==> config.mk <==
export PLATFORM = sky130hd
export DESIGN_NAME = ring_delay
export DESIGN_NICKNAME = d
export VERILOG_FILES = /design/src/common/mem_pkg.sv /design/src/common/ring_pkg.sv /design/src/hw/ring_delay.sv
export SDC_FILE = /design/constraint.sdc
export NUM_CORES = 1
export LEC_CHECK = 0
export BUFFER_PORTS_ARGS = -buffer_cell sky130_fd_sc_hd__buf_2
export CAP_MARGIN = 5
export CORE_AREA = 4 4 93 95
export DETAILED_ROUTE_END_ITERATION = 8
export DIE_AREA = 0 0 97 99
export HOLD_SLACK_MARGIN = 0.05
export PLACE_DENSITY = 0.8
export SKIP_CTS_REPAIR_TIMING = 1
export SKIP_LAST_GASP = 1
export SLEW_MARGIN = 10
export SYNTH_ARGS = -nofsm -noshare
export SYNTH_HDL_FRONTEND = slang
export SYNTH_SLANG_ARGS = --single-unit
==> constraint.sdc <==
create_clock -name CLK -period 0.8 [get_ports CLK]
set_input_delay 0.08 -clock CLK [delete_from_list [all_inputs] [get_ports CLK]]
set_output_delay 0.08 -clock CLK [all_outputs]
set_load 0.02 [all_outputs]
==> src/common/mem_pkg.sv <==
package mem_pkg;

  // Memory port geometry, shared by the nodes and the SRAMs
  localparam int ADDR_W = 32;
  localparam int DATA_W = 32;
  localparam int MASK_W = 4;

  // One mask bit per byte lane
  localparam int BYTE_W = DATA_W / MASK_W;

  typedef logic [ADDR_W-1:0] mem_addr_t;
  typedef logic [DATA_W-1:0] mem_data_t;
  typedef logic [MASK_W-1:0] mem_mask_t;

endpackage
==> src/common/ring_pkg.sv <==
package ring_pkg;

  // Source tag picked by the sender and echoed in the response
  localparam int TAG_W = 8;

  typedef logic [TAG_W-1:0] ring_tag_t;

  // One ring slot, valid is the MSB
  typedef struct packed {
    logic               valid;
    logic               resp;
    logic               write;
    mem_pkg::mem_mask_t mask;
    ring_tag_t          tag;
    mem_pkg::mem_addr_t addr;
    mem_pkg::mem_data_t data;
  } ring_pkt_t;

  // 79 bits with the current field widths
  localparam int RING_W = $bits(ring_pkt_t);

endpackage

==> src/hw/ring_delay.sv <==
`timescale 1ns/1ps

module ring_delay #(
  parameter int DELAY_CYCLES = 2
) (
  input  logic                CLK,
  input  logic                rst,
  input  ring_pkg::ring_pkt_t pkt_in,
  output ring_pkg::ring_pkt_t pkt_out
);

  ring_pkg::ring_pkt_t stage [DELAY_CYCLES];

  always_ff @(posedge CLK) begin
    stage[0] <= pkt_in;
    for (int i = 1; i < DELAY_CYCLES; i++) begin
      stage[i] <= stage[i-1];
    end
    // Only the valid bits matter for an empty ring
    if (rst) begin
      for (int i = 0; i < DELAY_CYCLES; i++) begin
        stage[i].valid <= 1'b0;
      end
    end
  end

  assign pkt_out = stage[DELAY_CYCLES-1];

endmodule

==> results.md, run 1 <==
* Total Wirelength at 8470 um
* Global route overflow at 0
* TritonCTS clock tree: built
* DRT iter0 DRCs at 29
* R2r startpoint: stage[0][78]
* Initial antenna violation count at 1
* Num ports at between 150 and 200
* Clock Tree Buf Depth at 2
* Worst Path Max Fanout at 1
* Vias in the first global route at 1810
* Crit-path cells: buf_6
* CP Launch Type: flop
* Mapped Area at 3770 um2
* RSZ-0062 raised after global routing: yes
* Final WS setup at -0.239 ns
* LEAKAGE at 2.75 nW
* Detailed Place HPWL at around 4100 um
* Number of synthesized register bits at 158
* Layout cell share with drive strength beyond 1 at 62.2%
* Max-Slew Margin vs Limit at 82.1%
* Die X at 97 um
* Worst-Skew Late Latency at 0.50 ns
* Global-route wire length before repair at 8650 um
* Critical R2R Capture: stage[0][157]
* Setup TNS at -16.97 ns
* Failing checks: negative setup slack
* Crit path from: stage[0][96]
* Height of the die at around 100 um
* Fmax at 962 MHz
* Root Driver: clkbuf_8
* Cell family with most CP delay: flip-flops
* Worst-path clk slew at 0.06 ns
* Setup violations, final at 79
* Biggest regs: stage: 158 flops
* Vias per inst at 3.93
* Syn Nets at 320
* P&R area growth vs syn at 61.9%
* Slew @ Worst Pin at 0.268 ns
* Core Rows at 32
* Syn avg cell area at 15.8 um2
* Post-synth cell types at 3
* Setup slack, reg-to-reg at about 0.28 ns
* Vias post-DR at 2100
* CP Class: flop to output pin
* WP data required at 0.72 ns
* Sequential area share after synthesis at 83.9%
* Final Hold Vio Count at 0
* Critical Path AT at 0.96 ns
* Core area at 7730 um2
* DP Cell Count at ~420
* Post-Syn Instances at 239
* Hold Slack at 0.214 ns
* WP buf/inv at 1
* Slew Limit Fails at 0
* Cell area power density at 2920 nW/um2
* CP Depth at 1
* Critical Path End: pkt_out[17]
* Crit end category: output pin
* Crit-path slowest cell: dfxtp_2
* Post-layout min period at around 1.0 ns
* Die area at between 9000 and 10000 um2
* DR WL/cell at 15.9 um
* Htree depth at 4
* Initial core utilization at 48.8%
* Fin crit share at 130%
* Largest net degree at the start of global routing at 17
* Biggest register: stage
* Worst Reg-to-Reg Cells at 1
* Max-Cap Viols at 0
* Final std cells w/o fill at ~530
* Skew final at 0.0106 ns
* Drt first pass iters at 4
* Worst VDD drop at 1710 uV
* Post-route ant nets at 0
* IO buf count at 159
* RD Place Congestion at 0.716
* HP Class: primary input to flop
* Cts bufs inserted at 17
* Total GRT Usage at 11.9%
* YS warnings at 0
* Critical Path Max Stage Delay at 0.34 ns
* DRC violations left at 0
* Status: complete, but fails checks
* # clock sinks at 158
* Max reg flops at between 150 and 200
* Nets at 499
[cell usage in the layout, fill, tap and decap left out, types with 3 or more instances in the layout]
cell,count
clkbuf_16,16
dfxtp_2,79
dlygate4sd3_1,80
bufinv_16,3
buf_6,79
inv_6,4
dfxtp_1,79
buf_2,80
clkbuf_8,3
clkinvlp_4,4
[kinds of logic after synthesis]
kind of cell / after synthesis / synth area share (%)
DFF: 158 / 83.9
and+or+nand+nor: 2 / 0.332
buffers and inverters: 79 / 15.7
[Yosys cell counts]
master   count  area (um2)
buf_4       79         593
nor2b_1      2        12.5
dfxtp_1    158        3160
[final cells by class]
class,instances,area [um2]
clock buffer,21,449
multi-input combinational,2,12.5
tap,102,128
sequential,158,3260
antenna,1,2.50
timing repair buffer,239,2090
fill,417,1630
clock inverter,11,155
[power by group]
part	total (mW)	internal (mW)	switching (mW)
sequential	8.50	8.34	0.165
combinational	1.26	0.772	0.484
clock	8.06	4.97	3.09
total	17.8	14.1	3.74
[through the flow]
stage               worst slack [ns]  power [mW]  instance area [um2]  util, %
floorplan                      0.304        9.11                 3770        -
global placement               0.240        9.22                 4100     53.0
finish                        -0.239        17.8                 6100     78.9
CTS                           -0.328        17.2                 4700     60.9
detailed placement             0.230        9.25                 4100     53.0
global route                  -0.293        18.4                 6100     78.9
[how the worst min path moves through the flow]
stage | cells after the start | to | start | slack [ns]
floorplan | 0 | stage[0][0] | pkt_in[0] | 0.11
global placement | 1 | stage[0][47] | pkt_in[47] | 0.18
detailed placement | 1 | stage[0][16] | pkt_in[16] | 0.18
CTS | 1 | stage[0][76] | pkt_in[76] | -0.35
global route | 2 | stage[0][9] | pkt_in[9] | 0.18
finish | 2 | stage[0][42] | pkt_in[42] | 0.21
[metal layers]
metal	global-route usage, %	vias to the layer above	routed length, um
met4	7.45	0	138
li1	-	1015	-
met5	0	-	0
met1	11.2	967	2690
met3	7.50	14	632
met2	19.5	104	5010
(Power assumes the default switching activity.)
==> run 2, diff against run 1 <==
CORE_AREA = 4 4 101 103   (was 4 4 93 95)
DIE_AREA = 0 0 105 107   (was 0 0 97 99)
PLACE_DENSITY = 0.72   (was 0.8)
clock period = 0.9 ns   (was 0.8 ns; I/O delays follow)
==> results.md, run 2 (synthesized netlist as in run 1, its figures left out) <==
* P&R area growth vs syn at 60.3%
* Critical Path AT at 0.96 ns
* RSZ-0062 raised after global routing: yes
* Fill count at 641
* TritonCTS clock tree: built
* Post-layout min period at 1.05 ns
* RD Place Congestion at 0.633
* Worst-Skew Late Latency at 0.51 ns
* Layout cell share with drive strength beyond 1 at between 60 and 70%
* Die area at roughly 11000 um2
* WP data required at 0.81 ns
* Slew @ Worst Pin at 0.279 ns
* Setup TNS at -10.59 ns
* Largest net degree at the start of global routing at 17
* DRT iter0 DRCs at 26
* Worst-path clk slew at ~0.06 ns
* Num ports at 160
* Final WS setup at -0.150 ns
* Fmax at 953 MHz
* WP buf/inv at 1
* Htree depth at 4
* Cell area power density at about 2500 nW/um2
* Total area of sequential cells at roughly 3300 um2
* DP Cell Count at 430
* Vias in the first global route at approximately 1800
* Worst VDD drop at 1250 uV
* HP Class: primary input to flop
* Slew Limit Fails at 0
* Cts bufs inserted at 17
* M1 GR Usage at 10.8%
* Global-route wire length before repair at 8650 um
* Die X at 105 um
* IO buf count at around 160
* Final std cells w/o fill at 542
* Final Cell Area at 6040 um2
* CP Class: flop to output pin
* Total GRT Usage at 10.3%
* Biggest regs: stage: 158 flops
* Biggest register: stage
* Root Driver: clkbuf_8
* Max-Cap Viols at 0
* Failing checks: negative setup slack
* Post-route ant nets at 0
* Skew final at 0.00957 ns
* LEAKAGE at approximately 2.7 nW
* Core area at 9200 um2
* Initial antenna violation count at 0
* Clock Tree Buf Depth at 2
* Crit-path cells: buf_6
* CP Launch Type: flop
* Status: complete, but fails checks
* Busiest grt layer: met2
* Hold Slack at ~0.21 ns
* Total Wirelength at approximately 7500 um
* Placed cell area at roughly 4100 um2
* Core Rows at 35
* # clock sinks at around 160
* Critical Path Max Stage Delay at 0.33 ns
* Fin crit share at 117%
* Crit-path slowest cell: dfxtp_2
* Cell family with most CP delay: flip-flops
* Vias post-DR at 2062
* DRC violations left at 0
* Max-Slew Margin vs Limit at around four fifths
* Setup violations, final at 79
* Vias per inst at around 3.8
* Global route overflow at 0
* Initial core utilization at 41.0%
* Multi-input logic area at 12.5 um2
* Nets at 499
* Ant. Diodes at 0
* Detailed Place HPWL at 4140 um
* DR WL/cell at around 14 um
* Met3 Track Usage GR at about 7.1%
* Crit end category: output pin
* Design Power at 15.0 mW
* Met2 Track Usage GR at 15.2%
* Max reg flops at 158
* Height of the die at ~110 um
* Final Hold Vio Count at 0
* Worst Path Max Fanout at 1
* Drt first pass iters at 5
* Most frequent cells in the layout: 80 x dlygate4sd3_1, 80 x buf_2, 79 x buf_6, 79 x dfxtp_1, 79 x dfxtp_2
-- run 2: cell types whose count changed in the layout (fill, tap and decap cells not counted) --
cell,before,now
diode_2,1,0
bufinv_16,3,0
clkinv_4,0,1
clkinv_2,0,2
clkinvlp_4,4,6
clkbuf_8,3,2
clkbuf_1,2,0
inv_8,0,1
-- run 2: cell type report --
class                           count  area share, %
Clock buffer                       18           7.08
Clock inverter                     14           1.82
Multi-Input combinational cell      2          0.207
Sequential cell                   158           54.0
Tap cell                          111           2.30
Timing Repair Buffer              239           34.6
-- run 2: routing by layer --
metal / vias to the layer above / part of all wire [%]
met5: - / 0
met4: 0 / 0.44
met3: 4 / 7.2
met2: 100 / 57
met1: 943 / 36
li1: 1015 / -
-- run 2: worst paths after layout --
path                                   start             to  slack [ns]  depth (start not counted)
worst max-delay path            stage[0][84]     pkt_out[5]       -0.15                          1
worst min-delay path              pkt_in[53]   stage[0][53]        0.21                          2
worst max register to register  stage[0][78]  stage[0][157]        0.37                          1
worst min register to register  stage[0][73]  stage[0][152]        0.32                          0
-- run 2: metrics by stage --
step | utilization, % | worst slack, ns
5_1_grt | 65.7 | -0.200
3_5_place_dp | 44.7 | 0.325
4_1_cts | 50.5 | -0.235
2_1_floorplan | - | 0.394
6_report | 65.7 | -0.150
3_3_place_gp | 44.7 | 0.314
-- run 2: power by group --
part	switching, mW	internal (mW)
clock network	2.82	3.50
logic	0.420	0.685
registers	0.135	7.41
total	3.38	11.6
