### config.mk
export PLATFORM = sky130hd
export DESIGN_NAME = ring_mem_node_flat
export DESIGN_NICKNAME = d
export VERILOG_FILES = /design/src/common/mem_pkg.sv /design/src/common/ring_pkg.sv /design/src/common/mem_port_if.sv /design/src/ring_node/ring_mem_node.sv /design/src/flat_wrapper.sv
export SDC_FILE = /design/constraint.sdc
export NUM_CORES = 1
export LEC_CHECK = 0
export BUFFER_PORTS_ARGS = -buffer_cell sky130_fd_sc_hd__buf_2
export CORE_ASPECT_RATIO = 1.2
export CORE_MARGIN = 4
export CORE_UTILIZATION = 50
export CTS_CLUSTER_DIAMETER = 100
export DETAILED_ROUTE_END_ITERATION = 7
export PLACE_DENSITY_LB_ADDON = 0.12
export SLEW_MARGIN = 15
export SYNTH_ARGS = -nofsm -noshare
export SYNTH_HDL_FRONTEND = slang
export SYNTH_SLANG_ARGS = --single-unit
### constraint.sdc
create_clock -name CLK -period 4.8 [get_ports CLK]
set_clock_uncertainty 0.2 [all_clocks]
set_input_delay 1.44 -clock CLK [delete_from_list [all_inputs] [get_ports CLK]]
set_output_delay 1.44 -clock CLK [all_outputs]
set_load 0.01 [all_outputs]
### src/common/mem_pkg.sv
package mem_pkg;

  // Memory port geometry, shared by the nodes and the SRAMs
  localparam int ADDR_W = 32;
  localparam int DATA_W = 32;
  localparam int MASK_W = 4;

  // One mask bit per byte lane
  localparam int BYTE_W = DATA_W / MASK_W;

  typedef logic [ADDR_W-1:0] mem_addr_t;
  typedef logic [DATA_W-1:0] mem_data_t;
  typedef logic [MASK_W-1:0] mem_mask_t;

endpackage
### src/common/ring_pkg.sv
package ring_pkg;

  // Source tag picked by the sender and echoed in the response
  localparam int TAG_W = 8;

  typedef logic [TAG_W-1:0] ring_tag_t;

  // One ring slot, valid is the MSB
  typedef struct packed {
    logic               valid;
    logic               resp;
    logic               write;
    mem_pkg::mem_mask_t mask;
    ring_tag_t          tag;
    mem_pkg::mem_addr_t addr;
    mem_pkg::mem_data_t data;
  } ring_pkt_t;

  // 79 bits with the current field widths
  localparam int RING_W = $bits(ring_pkt_t);

endpackage

### src/common/mem_port_if.sv
`timescale 1ns/1ps

interface mem_port_if;

  logic               cs;
  logic               we;
  mem_pkg::mem_addr_t addr;
  mem_pkg::mem_mask_t mask;
  mem_pkg::mem_data_t wdata;
  mem_pkg::mem_data_t rdata;
  // Memory stall, high while the current access is held off
  logic               wait_req;

  modport node (
    output cs, we, addr, mask, wdata,
    input  rdata, wait_req
  );

  modport memory (
    input  cs, we, addr, mask, wdata,
    output rdata, wait_req
  );

endinterface

### src/ring_node/ring_mem_node.sv
`timescale 1ns/1ps

module ring_mem_node #(
  parameter mem_pkg::mem_addr_t WIN_BASE = 32'hE000_0000,
  parameter mem_pkg::mem_addr_t WIN_MASK = 32'hFFFF_0000
) (
  input  logic                CLK,
  input  logic                rst,
  input  ring_pkg::ring_pkt_t pkt_in,
  output ring_pkg::ring_pkt_t pkt_out,
  mem_port_if.node            mem
);

  // Slot pipeline
  ring_pkg::ring_pkt_t s1;
  ring_pkg::ring_pkt_t s2;
  logic                s1_claim;
  logic                s2_claim;

  // Captured request, later reused as the held response
  ring_pkg::ring_pkt_t req_q;
  logic                busy;
  logic                cs_q;
  logic                rd_pend;
  logic                hold_valid;

  logic in_win;
  logic done_now;
  logic imm_done;
  logic insert;
  logic can_claim;
  logic claim;

  assign in_win   = (pkt_in.addr & WIN_MASK) == WIN_BASE;
  assign done_now = cs_q && !mem.wait_req;
  // Claimed slot still in stage 1 when the access finishes
  assign imm_done = done_now && s1_claim;
  assign insert   = hold_valid && !s2.valid;

  assign can_claim = !busy || imm_done || insert;
  assign claim     = pkt_in.valid && !pkt_in.resp && in_win && can_claim;

  assign mem.cs    = cs_q;
  assign mem.we    = req_q.write;
  assign mem.addr  = req_q.addr;
  assign mem.mask  = req_q.mask;
  assign mem.wdata = req_q.data;

  always_ff @(posedge CLK) begin
    s1 <= pkt_in;
    s2 <= s1;
    // A claimed slot that cannot be answered in place leaves a hole
    if (s1_claim && !imm_done) begin
      s2.valid <= 1'b0;
    end
    if (rst) begin
      s1.valid <= 1'b0;
      s2.valid <= 1'b0;
    end
  end

  always_ff @(posedge CLK) begin
    if (claim) begin
      req_q <= pkt_in;
    end else if (rd_pend && !req_q.write) begin
      req_q.data <= mem.rdata;
    end
  end

  always_ff @(posedge CLK) begin
    if (rst) begin
      s1_claim   <= 1'b0;
      s2_claim   <= 1'b0;
      busy       <= 1'b0;
      cs_q       <= 1'b0;
      rd_pend    <= 1'b0;
      hold_valid <= 1'b0;
    end else begin
      s1_claim <= claim;
      s2_claim <= imm_done;
      rd_pend  <= done_now && !s1_claim;

      if (claim) begin
        cs_q <= 1'b1;
      end else if (done_now) begin
        cs_q <= 1'b0;
      end

      if (claim) begin
        busy <= 1'b1;
      end else if (imm_done || insert) begin
        busy <= 1'b0;
      end

      if (rd_pend) begin
        hold_valid <= 1'b1;
      end else if (insert) begin
        hold_valid <= 1'b0;
      end
    end
  end

  // Stage 2 output: in-place response, held response, or pass-through
  always_comb begin
    pkt_out = s2;
    if (s2_claim) begin
      pkt_out.resp = 1'b1;
      if (!s2.write) begin
        pkt_out.data = mem.rdata;
      end
    end else if (insert) begin
      pkt_out      = req_q;
      pkt_out.resp = 1'b1;
    end
  end

endmodule

### src/flat_wrapper.sv
// flat-port wrapper written by rule: the top's interface ports become plain ports
module ring_mem_node_flat 
#(
  parameter mem_pkg::mem_addr_t WIN_BASE = 32'hE000_0000,
  parameter mem_pkg::mem_addr_t WIN_MASK = 32'hFFFF_0000
)
  (CLK, rst, pkt_in, pkt_out, mem_cs, mem_we, mem_addr, mem_mask, mem_wdata, mem_rdata, mem_wait_req);
  mem_port_if mem_i ();
  input  logic CLK;
  input  logic rst;
  input  ring_pkg::ring_pkt_t pkt_in;
  output ring_pkg::ring_pkt_t pkt_out;
  output wire logic [$bits(mem_i.cs)-1:0] mem_cs;
  output wire logic [$bits(mem_i.we)-1:0] mem_we;
  output wire logic [$bits(mem_i.addr)-1:0] mem_addr;
  output wire logic [$bits(mem_i.mask)-1:0] mem_mask;
  output wire logic [$bits(mem_i.wdata)-1:0] mem_wdata;
  input wire logic [$bits(mem_i.rdata)-1:0] mem_rdata;
  input wire logic [$bits(mem_i.wait_req)-1:0] mem_wait_req;
  assign mem_cs = mem_i.cs;
  assign mem_we = mem_i.we;
  assign mem_addr = mem_i.addr;
  assign mem_mask = mem_i.mask;
  assign mem_wdata = mem_i.wdata;
  assign mem_i.rdata = mem_rdata;
  assign mem_i.wait_req = mem_wait_req;
  ring_mem_node #(.WIN_BASE(WIN_BASE), .WIN_MASK(WIN_MASK)) u_core (.CLK(CLK), .rst(rst), .pkt_in(pkt_in), .pkt_out(pkt_out), .mem(mem_i));
endmodule
==> flow_summary.ini <==
[worst_setup_path]
cp-startpoint = u_core.s2[78]
cp_cell_sequence = nor2b_4 -> nor2b_4 -> buf_4 -> mux2_2 -> buf_2
crit_path_end_kind = output pin
cp-start-kind = flop
cp_slowest_cell = nor2b_4
r2r_setup_slack_ns = 1.81
slowest_delay_ns = 0.60
cp.arrival_ns = 2.48
r2r_cells = 6
r2r_end = u_core.req_q[67]
path_class = flop to output pin
worst_ep_required_time_ns = 3.16
cp_max_fo = 21
rr_startpoint = u_core.s2[78]
worst_path_most_repeated_cell = nor2b_4

[yosys]
synth_top_cell_area_share_pct = 39.43
syn_area_per_cell_um2 = 14.63
yosysSeqAreaShare_pct = 67.56
synth_top_cell_by_area = dfxtp_1
syn_area_um2 = 8327
ys_ff_latch = 242
synthTopCellsByArea = dfxtp_1 (39%), edfxtp_1 (28%), mux2_2 (7.0%)
syn_nets = 683
yosys_warnings = 0
ys_types = 29
synth_cells = 569

[clocking]
path_clk_slew_ns = 0.06
cts_buffers = 24
root_buffer = clkbuf_16
ctsHoldBuffers = 0
clockBufferDepth = 3
post_cts_resized = 0
clock-sinks = 242
clk_latency_ns = 0.50
htree_levels = 1
cts_tree = built
cts_setup_buffers = 0

[timing]
drv_slew = 0
fmax_ghz = 0.2429
worst_pin_slew_ns = 1.129
setup_viol = 0
rsz0062_at_grt = false
fin_crit_sh_pct = 85.76
timing.final.hold_violations = 0
worst_slack_ns = 0.6837
min_period_ns = 4.116
slew_headroom_pct = 24.74
finalSetupTns_ns = 0

[die]
pin_count = 263
fp.dieArea_um2 = 18790
fp.coreArea_um2 = 16270
core.rowCount = 51
dieWidth_um = 125.8
die_h_um = 149.4
start_util_pct = 51.17

[grt]
grt_pass1_vias = 5337
grt_start_max_net_pins = 67
grt_pass1_wl_mm = 27.52
grt_use_total_pct = 18.13
grt_overflow = 0
antenna_found_initial = 1

[power]
p_sw_share_pct = 19.49
p_leak_uw = 0.004434
p_per_area_nw_per_um2 = 428.8
p_switching_uw = 855.1
combPwrFrac_pct = 4.6
ir_drop_v = 0.0003403
intPower_uw = 3532
pwr-share-clk_pct = 45.1
pwr-share-seq_pct = 50.3

[min_path]
hp-class = flop to flop
holdPathStages = 0
min_to = u_core.s2[5]
hold_start = u_core.s1[5]

[drt]
wirelength_mm = 17.74
drtIter0Drc = 128
postRouteAntennaNets = 0
vias = 4959
drtPass1Iterations = 4
drcViolationCount = 0
vias_per_cell = 4.954
wl_per_cell_um = 17.72

[final_layout]
nNetsFinal = 884
stdcell_area_um2 = 10230
drive_gt1_share_pct = 50.00
multi_input_area_um2 = 2085
fillers = 1318
syn2layout_area_growth_pct = 22.88
fin_util_pct = 62.88
regArea_um2 = 5628

[placement]
postPlaceCellArea_um2 = 9361
gp_congestion = 0.7870
hpwl_mm = 12.46
place_ws_ns = 0.6503
port_buffers = 262

[outcome]
status = completed

[job]
max-cap-violations = 0
## worst max path at each step
| stage | endpoint | cells after the start | slack (ns) |
|---|---|---|---|
| floorplan | u_core.mem.wdata[0] | 5 | 0.42 |
| global placement | u_core.mem.wdata[9] | 6 | 0.69 |
| detailed placement | u_core.mem.wdata[10] | 6 | 0.65 |
| CTS | pkt_out[52] | 5 | 0.63 |
| global route | pkt_out[58] | 5 | 0.50 |
| finish | pkt_out[52] | 5 | 0.68 |
## logic make-up after synthesis
logic type	after synthesis	share of synthesized area, %
flip-flops	242	67.56
multiplexers	109	15.39
AND/OR/NAND/NOR	52	4.132
AO/OA/AOI/OAI	70	5.199
buffers and inverters	96	7.724
## critical path, delay by kind of cell (launching register included)
| kind | cells | cell delay (ns) |
|---|---|---|
| multiplexers | 1 | 0.37 |
| buffers and inverters | 2 | 0.53 |
| AND/OR/NAND/NOR | 2 | 0.72 |
| flip-flops | 1 | 0.35 |
## metal layers
metal,part of all wire (%),up-vias,GRT usage [%]
met4,2.2,0,5.848
met3,9.6,28,6.089
li1,-,2357,-
met2,52,198,32.84
met1,37,2376,20.09
met5,0,-,0
## synthesized netlist by cell type
cell / number
inv_1: 2
o21ai_0: 1
buf_6: 3
nor2b_1: 35
nand4_4: 1
mux2_4: 25
nor3b_1: 1
nor2_1: 3
buf_4: 68
clkbuf_1: 17
a21oi_1: 36
buf_1: 2
mux2_2: 52
mux2i_1: 32
or4_1: 1
a21o_1: 1
nor3_2: 1
edfxtp_1: 78
nand4b_1: 1
nor3_1: 1
or3_1: 1
dfxtp_1: 164
nor4_1: 1
nand3b_1: 2
or4b_1: 1
nand2_1: 1
nand2b_1: 2
a211oi_1: 32
buf_2: 4
## sequential cells by signal, indices dropped and copies added, names as in the netlist
signal and flops:
u_core.mem.cs 1, u_core.mem.we 1, u_core.s1 79, u_core.mem.addr 32, u_core.s1_claim 1, u_core.hold_valid 1, u_core.s2 79, u_core.rd_pend 1
u_core.req_q 9, u_core.mem.wdata 32, u_core.s2_claim 1, u_core.mem.mask 4, u_core.busy 1
## layout make-up
cell class / instances / area share (%)
inverter: 2 / 0.07337
antenna: 1 / 0.02446
timing repair buffer: 269 / 13.45
tap: 212 / 2.592
multi-input combinational: 231 / 20.37
sequential: 242 / 55.00
clock inverter: 8 / 1.186
clock buffer: 36 / 7.300
## stage by stage
stage | hold slack (ns) | total power [uW] | instances
floorplan | 0.1096 | 2343 | 569
global placement | 0.1096 | 2447 | 956
detailed placement | 0.1121 | 2457 | 956
CTS | 0.1236 | 4444 | 1000
global route | 0.1301 | 4558 | 1001
finish | 0.1231 | 4387 | 1001
## placed cells by master (no fill, tap or decap), types with 2 or more instances in the layout
cell	n
dfxtp_2	2
edfxtp_1	78
mux2i_1	32
buf_2	262
nand3b_1	2
clkbuf_1	3
bufinv_16	3
mux2_4	25
nor2b_1	33
nor2_1	3
clkbuf_16	25
dfxtp_1	162
clkinv_2	2
buf_4	6
a211oi_1	32
clkbuf_8	8
nand2b_1	2
nor2b_4	2
mux2_2	52
a21oi_1	36
## power groups by stage
stage / logic (uW) / clock network, uW / registers [uW]
final: 203 / 1980 / 2210
after global routing: 223 / 2120 / 2210
after CTS: 206 / 2030 / 2210
after detailed placement: 204 / 0 / 2250
after global placement: 199 / 0 / 2250
after floorplan: 105 / 0 / 2240
Power figures use the tool's default switching activity.
